<file path="config.mk">
export PLATFORM = sky130hd
export DESIGN_NAME = rv_core
export DESIGN_NICKNAME = d
export VERILOG_FILES = /design/src/common/rv_pkg.sv /design/src/design/mux_key_default.sv /design/src/design/regfile.sv /design/src/design/rv_core.sv /design/src/exu/exu.sv /design/src/idu/idu.sv
export SDC_FILE = /design/constraint.sdc
export NUM_CORES = 2
export LEC_CHECK = 0
export BUFFER_PORTS_ARGS = -buffer_cell sky130_fd_sc_hd__clkbuf_2
export CAP_MARGIN = 40
export CORE_MARGIN = 2
export CORE_UTILIZATION = 46
export CTS_CLUSTER_DIAMETER = 40
export DETAILED_ROUTE_END_ITERATION = 10
export PLACE_DENSITY_LB_ADDON = 0.2
export SYNTH_ARGS = -nofsm -noshare
export SYNTH_HDL_FRONTEND = slang
export SYNTH_SLANG_ARGS = --single-unit
</file>
<file path="constraint.sdc">
create_clock -name clk -period 10.8 [get_ports clk]
set_clock_uncertainty 0.1 [all_clocks]
set_input_delay 2.16 -clock clk [delete_from_list [all_inputs] [get_ports clk]]
set_output_delay 2.16 -clock clk [all_outputs]
set_load 0.05 [all_outputs]
</file>
<file path="src/common/rv_pkg.sv">
`default_nettype none

package rv_pkg;

    localparam int XLEN        = 32;
    localparam int ILEN        = 32;
    localparam int REG_ADDR_W  = 5;
    localparam int NR_REGS     = 32;
    localparam int OPCODE_W    = 7;
    localparam int FUNCT3_W    = 3;
    localparam int INST_NUM_W  = 4;
    localparam int INST_TYPE_W = 3;
    localparam int NR_OPCODES  = 9;
    localparam int NR_FORMATS  = 6;

    typedef logic [XLEN-1:0]       xlen_t;
    typedef logic [ILEN-1:0]       inst_t;
    typedef logic [REG_ADDR_W-1:0] reg_addr_t;
    typedef logic [XLEN-1:0]       imm_t;
    typedef logic [OPCODE_W-1:0]   opcode_t;
    typedef logic [FUNCT3_W-1:0]   funct3_t;

    typedef enum logic [INST_NUM_W-1:0] {
        inv = 4'd0,
        auipc,
        jal,
        jalr,
        beq,
        lw,
        sw,
        addi,
        add,
        sub,
        ebreak
    } inst_num_e;

    typedef enum logic [INST_TYPE_W-1:0] {
        fmt_n = 3'd0,
        fmt_r,
        fmt_i,
        fmt_s,
        fmt_b,
        fmt_u,
        fmt_j
    } inst_type_e;

    typedef struct packed {
        inst_num_e  num;
        inst_type_e itype;
        reg_addr_t  rd;
        reg_addr_t  rs1;
        reg_addr_t  rs2;
        imm_t       imm;
    } dec_t;

    localparam opcode_t OP_AUIPC  = 7'b0010111;
    localparam opcode_t OP_JAL    = 7'b1101111;
    localparam opcode_t OP_JALR   = 7'b1100111;
    localparam opcode_t OP_BRANCH = 7'b1100011;
    localparam opcode_t OP_LOAD   = 7'b0000011;
    localparam opcode_t OP_STORE  = 7'b0100011;
    localparam opcode_t OP_IMM    = 7'b0010011;
    localparam opcode_t OP_REG    = 7'b0110011;
    localparam opcode_t OP_SYSTEM = 7'b1110011;

    localparam xlen_t RESET_PC = 32'h0000_0000;

endpackage

`default_nettype wire

</file>
<file path="src/design/mux_key_default.sv">
`timescale 1ns/1ps
`default_nettype none

module mux_key_default #(
    parameter int NR_KEY   = 2,
    parameter int KEY_LEN  = 1,
    parameter int DATA_LEN = 1
) (
    output logic [DATA_LEN-1:0]                  out,
    input  wire  [KEY_LEN-1:0]                   key,
    input  wire  [DATA_LEN-1:0]                  default_out,
    input  wire  [NR_KEY*(KEY_LEN+DATA_LEN)-1:0] lut
);

    localparam int PAIR_LEN = KEY_LEN + DATA_LEN;

    // pairs packed as {key, data}, first listed pair sits in the top bits
    always_comb begin
        out = default_out;
        for (int k = 0; k < NR_KEY; k++) begin
            if (lut[k*PAIR_LEN+DATA_LEN +: KEY_LEN] == key) begin
                out = lut[k*PAIR_LEN +: DATA_LEN]; // higher k wins on duplicate keys
            end
        end
    end

endmodule

`default_nettype wire

</file>
<file path="src/design/regfile.sv">
`timescale 1ns/1ps
`default_nettype none

module regfile (
    input  wire                    clk,
    input  wire                    rst,
    input  wire rv_pkg::reg_addr_t rs1,
    input  wire rv_pkg::reg_addr_t rs2,
    output rv_pkg::xlen_t          rs1_data,
    output rv_pkg::xlen_t          rs2_data,
    input  wire                    wb_en,
    input  wire rv_pkg::reg_addr_t wb_addr,
    input  wire rv_pkg::xlen_t     wb_data
);

    import rv_pkg::*;

    xlen_t regs [NR_REGS];

    always_ff @(posedge clk) begin
        if (rst) begin
            for (int k = 0; k < NR_REGS; k++) begin
                regs[k] <= '0;
            end
        end else if (wb_en && wb_addr != '0) begin // x0 writes dropped
            regs[wb_addr] <= wb_data;
        end
    end

    // old value on same-cycle write
    assign rs1_data = (rs1 == '0) ? '0 : regs[rs1];
    assign rs2_data = (rs2 == '0) ? '0 : regs[rs2];

endmodule

`default_nettype wire

</file>
<file path="src/design/rv_core.sv">
`timescale 1ns/1ps
`default_nettype none

module rv_core (
    input  wire                clk,
    input  wire                rst,
    input  wire rv_pkg::inst_t inst,
    output rv_pkg::xlen_t      inst_addr,
    output rv_pkg::xlen_t      data_addr,
    output rv_pkg::xlen_t      data_wdata,
    output logic               data_we,
    input  wire rv_pkg::xlen_t data_rdata,
    output logic               halt,
    output logic               illegal
);

    import rv_pkg::*;

    dec_t      dec;
    xlen_t     rs1_data;
    xlen_t     rs2_data;
    logic      wb_en;
    reg_addr_t wb_addr;
    xlen_t     wb_data;

    idu idu0 (
        .inst (inst),
        .dec  (dec)
    );

    regfile regfile0 (
        .clk      (clk),
        .rst      (rst),
        .rs1      (dec.rs1),
        .rs2      (dec.rs2),
        .rs1_data (rs1_data),
        .rs2_data (rs2_data),
        .wb_en    (wb_en),
        .wb_addr  (wb_addr),
        .wb_data  (wb_data)
    );

    exu exu0 (
        .clk        (clk),
        .rst        (rst),
        .dec        (dec),
        .rs1_data   (rs1_data),
        .rs2_data   (rs2_data),
        .data_rdata (data_rdata),
        .pc         (inst_addr), // fetch address is the pc register
        .data_addr  (data_addr),
        .data_wdata (data_wdata),
        .data_we    (data_we),
        .wb_en      (wb_en),
        .wb_addr    (wb_addr),
        .wb_data    (wb_data),
        .halt       (halt),
        .illegal    (illegal)
    );

endmodule

`default_nettype wire

</file>
<file path="src/exu/exu.sv">
`timescale 1ns/1ps
`default_nettype none

module exu (
    input  wire                 clk,
    input  wire                 rst,
    input  wire rv_pkg::dec_t   dec,
    input  wire rv_pkg::xlen_t  rs1_data,
    input  wire rv_pkg::xlen_t  rs2_data,
    input  wire rv_pkg::xlen_t  data_rdata,
    output rv_pkg::xlen_t       pc,
    output rv_pkg::xlen_t       data_addr,
    output rv_pkg::xlen_t       data_wdata,
    output logic                data_we,
    output logic                wb_en,
    output rv_pkg::reg_addr_t   wb_addr,
    output rv_pkg::xlen_t       wb_data,
    output logic                halt,
    output logic                illegal
);

    import rv_pkg::*;

    xlen_t pc_plus4;
    xlen_t pc_plus_imm;
    xlen_t rs1_plus_imm;
    xlen_t alu_res;
    xlen_t pc_next;
    logic  writes_rd;
    logic  stop;

    assign pc_plus4     = pc + 32'd4;
    assign pc_plus_imm  = pc + dec.imm;
    assign rs1_plus_imm = rs1_data + dec.imm;

    always_comb begin
        case (dec.num)
            addi:    alu_res = rs1_plus_imm;
            sub:     alu_res = rs1_data - rs2_data;
            default: alu_res = rs1_data + rs2_data;
        endcase
    end

    always_comb begin
        case (dec.num)
            jal:     pc_next = pc_plus_imm;
            jalr:    pc_next = {rs1_plus_imm[XLEN-1:1], 1'b0}; // clear bit 0
            beq:     pc_next = (rs1_data == rs2_data) ? pc_plus_imm : pc_plus4;
            default: pc_next = pc_plus4;
        endcase
    end

    always_comb begin
        case (dec.num)
            auipc:     wb_data = pc_plus_imm;
            jal, jalr: wb_data = pc_plus4; // link
            lw:        wb_data = data_rdata;
            default:   wb_data = alu_res;
        endcase
    end

    assign writes_rd = dec.num inside {auipc, jal, jalr, lw, addi, add, sub};
    assign stop      = (dec.num == ebreak) || (dec.num == inv);

    assign wb_en      = writes_rd && !halt && dec.rd != '0;
    assign wb_addr    = dec.rd;
    assign data_addr  = rs1_plus_imm;
    assign data_wdata = rs2_data;
    assign data_we    = (dec.num == sw) && !halt;

    always_ff @(posedge clk) begin
        if (rst) begin
            pc      <= RESET_PC;
            halt    <= 1'b0;
            illegal <= 1'b0;
        end else if (!halt) begin
            if (stop) begin
                halt    <= 1'b1; // pc stays on the stopping word
                illegal <= (dec.num == inv);
            end else begin
                pc <= pc_next;
            end
        end
    end

endmodule

`default_nettype wire

</file>
<file path="src/idu/idu.sv">
`timescale 1ns/1ps
`default_nettype none

module idu (
    input  wire rv_pkg::inst_t inst,
    output rv_pkg::dec_t       dec
);

    import rv_pkg::*;

    opcode_t                opcode;
    funct3_t                funct3;
    logic [INST_NUM_W-1:0]  beq_num;
    logic [INST_NUM_W-1:0]  lw_num;
    logic [INST_NUM_W-1:0]  sw_num;
    logic [INST_NUM_W-1:0]  addi_num;
    logic [INST_NUM_W-1:0]  add_num;
    logic [INST_NUM_W-1:0]  num_raw;
    logic [INST_TYPE_W-1:0] type_raw;
    imm_t                   imm;

    assign opcode = inst[6:0];
    assign funct3 = inst[14:12];

    // funct3 stage, one lookup per opcode class
    mux_key_default #(.NR_KEY(1), .KEY_LEN(FUNCT3_W), .DATA_LEN(INST_NUM_W)) mux_beq_num (
        .out(beq_num), .key(funct3), .default_out(inv), .lut({3'b000, beq})
    );

    mux_key_default #(.NR_KEY(1), .KEY_LEN(FUNCT3_W), .DATA_LEN(INST_NUM_W)) mux_lw_num (
        .out(lw_num), .key(funct3), .default_out(inv), .lut({3'b010, lw})
    );

    mux_key_default #(.NR_KEY(1), .KEY_LEN(FUNCT3_W), .DATA_LEN(INST_NUM_W)) mux_sw_num (
        .out(sw_num), .key(funct3), .default_out(inv), .lut({3'b010, sw})
    );

    mux_key_default #(.NR_KEY(1), .KEY_LEN(FUNCT3_W), .DATA_LEN(INST_NUM_W)) mux_addi_num (
        .out(addi_num), .key(funct3), .default_out(inv), .lut({3'b000, addi})
    );

    mux_key_default #(.NR_KEY(1), .KEY_LEN(FUNCT3_W), .DATA_LEN(INST_NUM_W)) mux_add_num (
        .out(add_num), .key(funct3), .default_out(inv),
        .lut({3'b000, (inst[30] ? sub : add)}) // bit 30 splits add/sub
    );

    mux_key_default #(
        .NR_KEY(NR_OPCODES), .KEY_LEN(OPCODE_W), .DATA_LEN(INST_NUM_W)
    ) mux_inst_num (
        .out(num_raw),
        .key(opcode),
        .default_out(inv),
        .lut({OP_AUIPC,  auipc,
              OP_JAL,    jal,
              OP_JALR,   jalr,
              OP_BRANCH, beq_num,
              OP_LOAD,   lw_num,
              OP_STORE,  sw_num,
              OP_IMM,    addi_num,
              OP_REG,    add_num,
              OP_SYSTEM, ebreak})
    );

    mux_key_default #(
        .NR_KEY(NR_OPCODES), .KEY_LEN(OPCODE_W), .DATA_LEN(INST_TYPE_W)
    ) mux_inst_type (
        .out(type_raw),
        .key(opcode),
        .default_out(fmt_n),
        .lut({OP_AUIPC, fmt_u, OP_JAL, fmt_j, OP_JALR, fmt_i,
              OP_BRANCH, fmt_b, OP_LOAD, fmt_i, OP_STORE, fmt_s,
              OP_IMM, fmt_i, OP_REG, fmt_r, OP_SYSTEM, fmt_i})
    );

    mux_key_default #(
        .NR_KEY(NR_FORMATS), .KEY_LEN(INST_TYPE_W), .DATA_LEN(XLEN)
    ) mux_imm (
        .out(imm),
        .key(type_raw),
        .default_out('0), // fmt_n
        .lut({fmt_r, 32'b0,
              fmt_i, {{20{inst[31]}}, inst[31:20]},
              fmt_s, {{20{inst[31]}}, inst[31:25], inst[11:7]},
              fmt_b, {{19{inst[31]}}, inst[31], inst[7], inst[30:25], inst[11:8], 1'b0},
              fmt_u, {inst[31:12], 12'b0},
              fmt_j, {{11{inst[31]}}, inst[31], inst[19:12], inst[20], inst[30:21], 1'b0}})
    );

    always_comb begin
        dec.num   = inst_num_e'(num_raw);
        dec.itype = inst_type_e'(type_raw);
        dec.rd    = inst[11:7];
        dec.rs1   = inst[19:15];
        dec.rs2   = inst[24:20];
        dec.imm   = imm;
    end

endmodule

`default_nettype wire

</file>
# ---- Word-level counts from Yosys, hierarchy flattened
# Memories as Yosys holds them, arrays and structs flattened.
# Cells that the tools add are included.
dict set report word_totals {
  regBits 34
  ram_bits 1024
  out_inout_bits 99
  word_cells 100
  memories 1
}
# memory words word_bits read_ports rd_ports_with_merged_regs write_ports line_no
set mem_list {}
lappend mem_list {regfile0.regs 32 32 2 0 32 regfile.sv:18} ;# xlen_t regs [NR_REGS];
dict set report op_classes {
  add_sub_neg 5
  n_eq_ne 27
  mux 46
  bitwise 2
  reduce_logical 16
}
# cell count
set op_table {}
lappend op_table {{two-way mux 32 bit} 10}
lappend op_table {{case mux 32 bit (3 select lines)} 2}
lappend op_table {{adder 32 bit} 3}
lappend op_table {{case mux 32 bit (2 select lines)} 1}
lappend op_table {{two-way mux 4 bit} 10}
lappend op_table {{two-way mux 3 bit} 12}
lappend op_table {{adder 32 x 3 -> 32 bit, second input constant} 1}
lappend op_table {{equality test 32 bit} 1}
lappend op_table {{OR reduction 32 bit} 1}
lappend op_table {{subtractor 32 bit} 1}
lappend op_table {{equality test 7 bit, first input constant} 4}
lappend op_table {{equality test 4 x 3 -> 1 bit, second input constant} 4}
lappend op_table {{equality test 5 x 7 -> 1 bit, first input constant} 2}
lappend op_table {{equality test 6 x 7 -> 1 bit, first input constant} 2}
lappend op_table {{equality test 4 bit, second input constant} 3}
lappend op_table {{logical NOT 5 bit} 2}
lappend op_table {{equality test 2 x 3 -> 1 bit, first input constant} 3}
lappend op_table {{equality test 3 bit, first input constant} 3}
lappend op_table {{two-way mux 1 bit} 9}
lappend op_table {{equality test 4 x 2 -> 1 bit, second input constant} 2}
lappend op_table {{equality test 2 x 7 -> 1 bit, first input constant} 1}
lappend op_table {{nonzero test 7 bit} 1}
lappend op_table {{two-way mux 5 bit} 1}
lappend op_table {{nonzero test 5 bit} 1}
lappend op_table {{other kinds (11)} 16}

# ---- Longest topological paths before layout
dict set report depth {
  word_depth 21
  ltp_mapped 29
  mapped_depth_nobuf 21
}

# ---- Modules after synthesis
# A second synthesis with hierarchy kept.
dict set report unflattened {
  cells_unflattened 5767
  area_unflattened_um2 70398.8
}
# mod n_inst cells_each area_each_um2 seq_area_each_um2
set modules_own_cells {}
lappend modules_own_cells {regfile 1 3502 54253.3 30749.5}
lappend modules_own_cells {exu 1 1533 10666.5 680.7}
lappend modules_own_cells {{mux_key_default at idu0.mux_imm} 1 377 2627.5 0.0}
lappend modules_own_cells {{mux_key_default at idu0.mux_inst_num} 1 157 1193.6 0.0}
lappend modules_own_cells {{mux_key_default at idu0.mux_inst_type} 1 141 1099.8 0.0}
lappend modules_own_cells {{mux_key_default at idu0.mux_add_num ...} 5 8 87.6 0.0}
lappend modules_own_cells {idu 1 17 120.1 0.0}

# ---- Worst setup path before layout
# No wires, ideal clock.
dict set report synth_timing {
  path_kind {input -> output}
  from {input inst[15]}
  to {output data_addr[28]}
  t_arrival_ns 8.510
  required_ns 8.540
  slack_ns 0.030
  cell_stages 23
  n_path_buf 8
  cell_sequence {buf_6 > buf_6 > buf_6 > buf_6 > buf_2 > clkbuf_1 > clkbuf_1 > buf_1 > mux4_2 > mux4_2 > mux2i_1 > nor2_1 > ha_1 > and2_1 > nor2_1 > o211ai_1 > a31oi_1 > or3b_1 > a2111oi_4 > nor2_2 > o2111a_2 > o21ai_0 > xor2_1}
}
dict set report synth_between {
  elab_chain_len 7
  elab_cells_between_ends 10
}
# item line_no
set synth_rtl {}
lappend synth_rtl {{start: declaration} rv_core.sv:7} ;# input wire rv_pkg::inst_t inst,
lappend synth_rtl {{branches (longest 6 deep; another with memory (32 x 32 bit))} -}
lappend synth_rtl {{adder 32 bit (*)} exu.sv:34} ;# assign rs1_plus_imm = rs1_data + dec.imm;
lappend synth_rtl {{end: declaration} rv_core.sv:9} ;# output rv_pkg::xlen_t data_addr,
# Mark *: on every way between the ends.

# ---- Worst setup path in the final report
dict set report layout_timing {
  from {input inst[15]}
  to {output data_addr[29]}
}
# Same word-level chain as after synthesis.

==> flow_metrics.tcl <==
set metrics [dict create \
    synthMuxAreaShare 0.220 \
    cts_max_level 4 \
    yosysWarnings 0 \
    clkPwrFrac 0.410 \
    die_height_um 379 \
    worstPathArrival_ps 7910 \
    synth_area_leaders "edfxtp_1 48%, mux4_2 20%, nor2_1 6.3%, clkbuf_1 2.1%, ha_1 2.0%" \
    drtIter0Drc 7338 \
    overflow 0 \
    internal-power_w 0.00859 \
    fillCellCount 12000 \
    die_area_um2 144000 \
    hpwl_um 156000 \
    cts_resized 0 \
    startpoint_type "input pin" \
    grt_max_degree 78 \
    criticalPathCategory "input pin to output pin" \
    final_common_cell "nor2_1" \
    antenna_found_initial 6 \
    switching_share 0.318 \
    tns_ps 0 \
    rows 137 \
    post_drt_via_cell_ratio 6.80 \
    synth_ff_type "edfxtp_1" \
    postCtsSetupBuffers 0 \
    fin_crit_sh 0.942 \
    slew_viol_final 0 \
    p_per_area_nw_per_um2 172 \
    synth_top_area_frac 0.476 \
    yosysUniqueCellTypes 115 \
    synth_simple_gate_area_frac 0.126 \
    core_um2 140000 \
    synth_seq_area_share 0.486 \
    vias 49700 \
    grt_use_total 0.340 \
    layout_common_cells "1076 x nor2_1, 1024 x edfxtp_1, 583 x mux4_2" \
    hold_buffers 0 \
    regArea_um2 31400 \
    multi_input_area_um2 31200 \
    dieWidth_um 379 \
    worstPathRequired_ps 8540 \
    synth_compound_area_frac 0.0883 \
    finalSetupViolCount 0 \
    async_flop_share 0 \
    p_leak_nw 26.6 \
    area_delta_synth_final_pct 13.2 \
    first_global_vias 48100 \
    seq_power_share 0.374 \
    numCtsBuffers 151 \
    p_sw_w 0.00400 \
    routedWlPerCell_um 33.5 \
    cts_sinks 1058 \
    synth-edff-count 1024 \
    wirelength_um 245000 \
    drt_pass1_iterations 8 \
    synth.avg_cell_area_um2 12.3 \
    gp_congestion 1.00 \
    synth_xor_area_frac 0.0152 \
    placed_area_um2 67900 \
    ir_worst_vdd_v 0.000184 \
    fin_crit_ps 10170 \
    hold_class "flip-flop to flip-flop" \
    hold_violations 0 \
    clockBufferDepth 3 \
    synth_top_family_by_area "multiplexers" \
    drive_above_1_share 0.251 \
    initial_core_util 0.463 \
    yosys.area.top_type "edfxtp_1" \
    cts_tree "yes" \
    clkTransAtPathRegs_ps 40 \
    io_pins 165 \
    portBuffers 164 \
    synthAdderAreaFrac 0.0241 \
    status "completed" \
    slew_headroom 0.324 \
    syn_area_um2 64600 \
    ant_nets 0 \
    syn_inst 5258 \
    rsz0062_at_grt "no" \
    grt_pass1_wl_um 346000 \
    cts-root-buf "clkbuf_16" \
    comb_power_share 0.216 \
    synth.ff_latch_count 1058 \
    drc 0 \
    fin_nets 5471 \
    tightest_slew_ps 1010 \
    maxCapViolCount 0 \
    fmax_mhz 98.3 \
    endpoint_kind "output pin" \
    clock_latency_ps 810 \
    post-route-cell-area_um2 73200 \
    path_max_fanout 67 \
]
-- kinds of logic after synthesis --
family,after synthesis
other,1
AOI/OAI and AO/OA,818
muxes,690
buffers and inverters,615
and+or+nand+nor,1837
adders and majority gates,128
DFF,1058
xor gates and xnor gates,111
-- sequential cells by signal, indices dropped and copies added (netlist names) --
signal / count
exu0.pc: 32
exu0.halt: 1
exu0.illegal: 1
regfile0.regs: 1024
-- layout make-up --
class,count,share of cell area
inverters,113,0.00581
well taps,1876,0.0321
clock inverters,112,0.0196
multi-input cells,3616,0.426
flip-flops and latches,1058,0.429
clock buffers,165,0.0523
repair buffers,362,0.0347
diodes,3,0.000103
-- per-stage QoR --
| step | instances | hold slack [ps] | util | total power, W | setup slack [ps] |
|---|---|---|---|---|---|
| floorplan | 5289 | 567 | - | 0.00652 | 30.5 |
| global placement | 7013 | 343 | 0.486 | 0.00742 | 731 |
| detailed placement | 7025 | 351 | 0.487 | 0.00744 | 744 |
| CTS | 7302 | 358 | 0.524 | 0.0125 | 744 |
| global route | 7304 | 371 | 0.524 | 0.0129 | 408 |
| finish | 7305 | 355 | 0.525 | 0.0126 | 628 |
-- synthesized netlist by cell type (36+ instances only) --
library cell,n
xor2_1,43
edfxtp_1,1024
buf_2,57
a22oi_1,37
buf_1,58
mux4_2,583
inv_1,111
a21o_1,83
mux2i_1,103
nor2_1,1084
nand2_1,237
nand3_1,71
a221oi_1,36
ha_1,101
nand2b_1,82
nor3_1,143
o21ai_0,133
a21oi_1,178
xnor2_1,67
clkbuf_1,366
-- power by group through the flow --
stage,Sequential (W),Clock (W),Combinational [W]
after floorplan,0.00477,0,0.00175
after global placement,0.00478,0,0.00264
after detailed placement,0.00479,0,0.00265
after CTS,0.00471,0.00518,0.00265
after global routing,0.00473,0.00535,0.00284
final,0.00471,0.00516,0.00272
-- layer usage --
metal | part of all wire | GRT usage | routed length, um | vias up
met5 | 0.00016 | 0 | 40 | -
li1 | - | - | - | 20300
met2 | 0.46 | 0.535 | 113000 | 3611
met3 | 0.13 | 0.0878 | 30900 | 655
met4 | 0.052 | 0.159 | 12600 | 6
met1 | 0.36 | 0.440 | 87800 | 25200
-- path summary, 6_finish.rpt --
kind,from,end,slack (ps),cells past startpoint
setup / recovery,inst[15],data_addr[29],630,17
hold / removal,exu0.illegal,exu0.illegal,350,2
setup reg to reg,regfile0.regs[31][0],regfile0.regs[8][28],3770,21
hold reg to reg,exu0.illegal,exu0.illegal,350,2
-- critical path, cell delays in order --
cell and delay [ps]:
buf_8 580, buf_4 450, mux4_2 550, mux4_2 470, mux2i_1 450, nor2_1 200, ha_1 400, a31oi_1 200
inv_1 60, o2111ai_1 260, nand2_1 220, a31oi_1 630, o21ai_1 370, nand2b_1 170, nand2_1 80, xor2_1 230
clkbuf_2 320
Note: power is estimated with default switching activity, not from simulation.
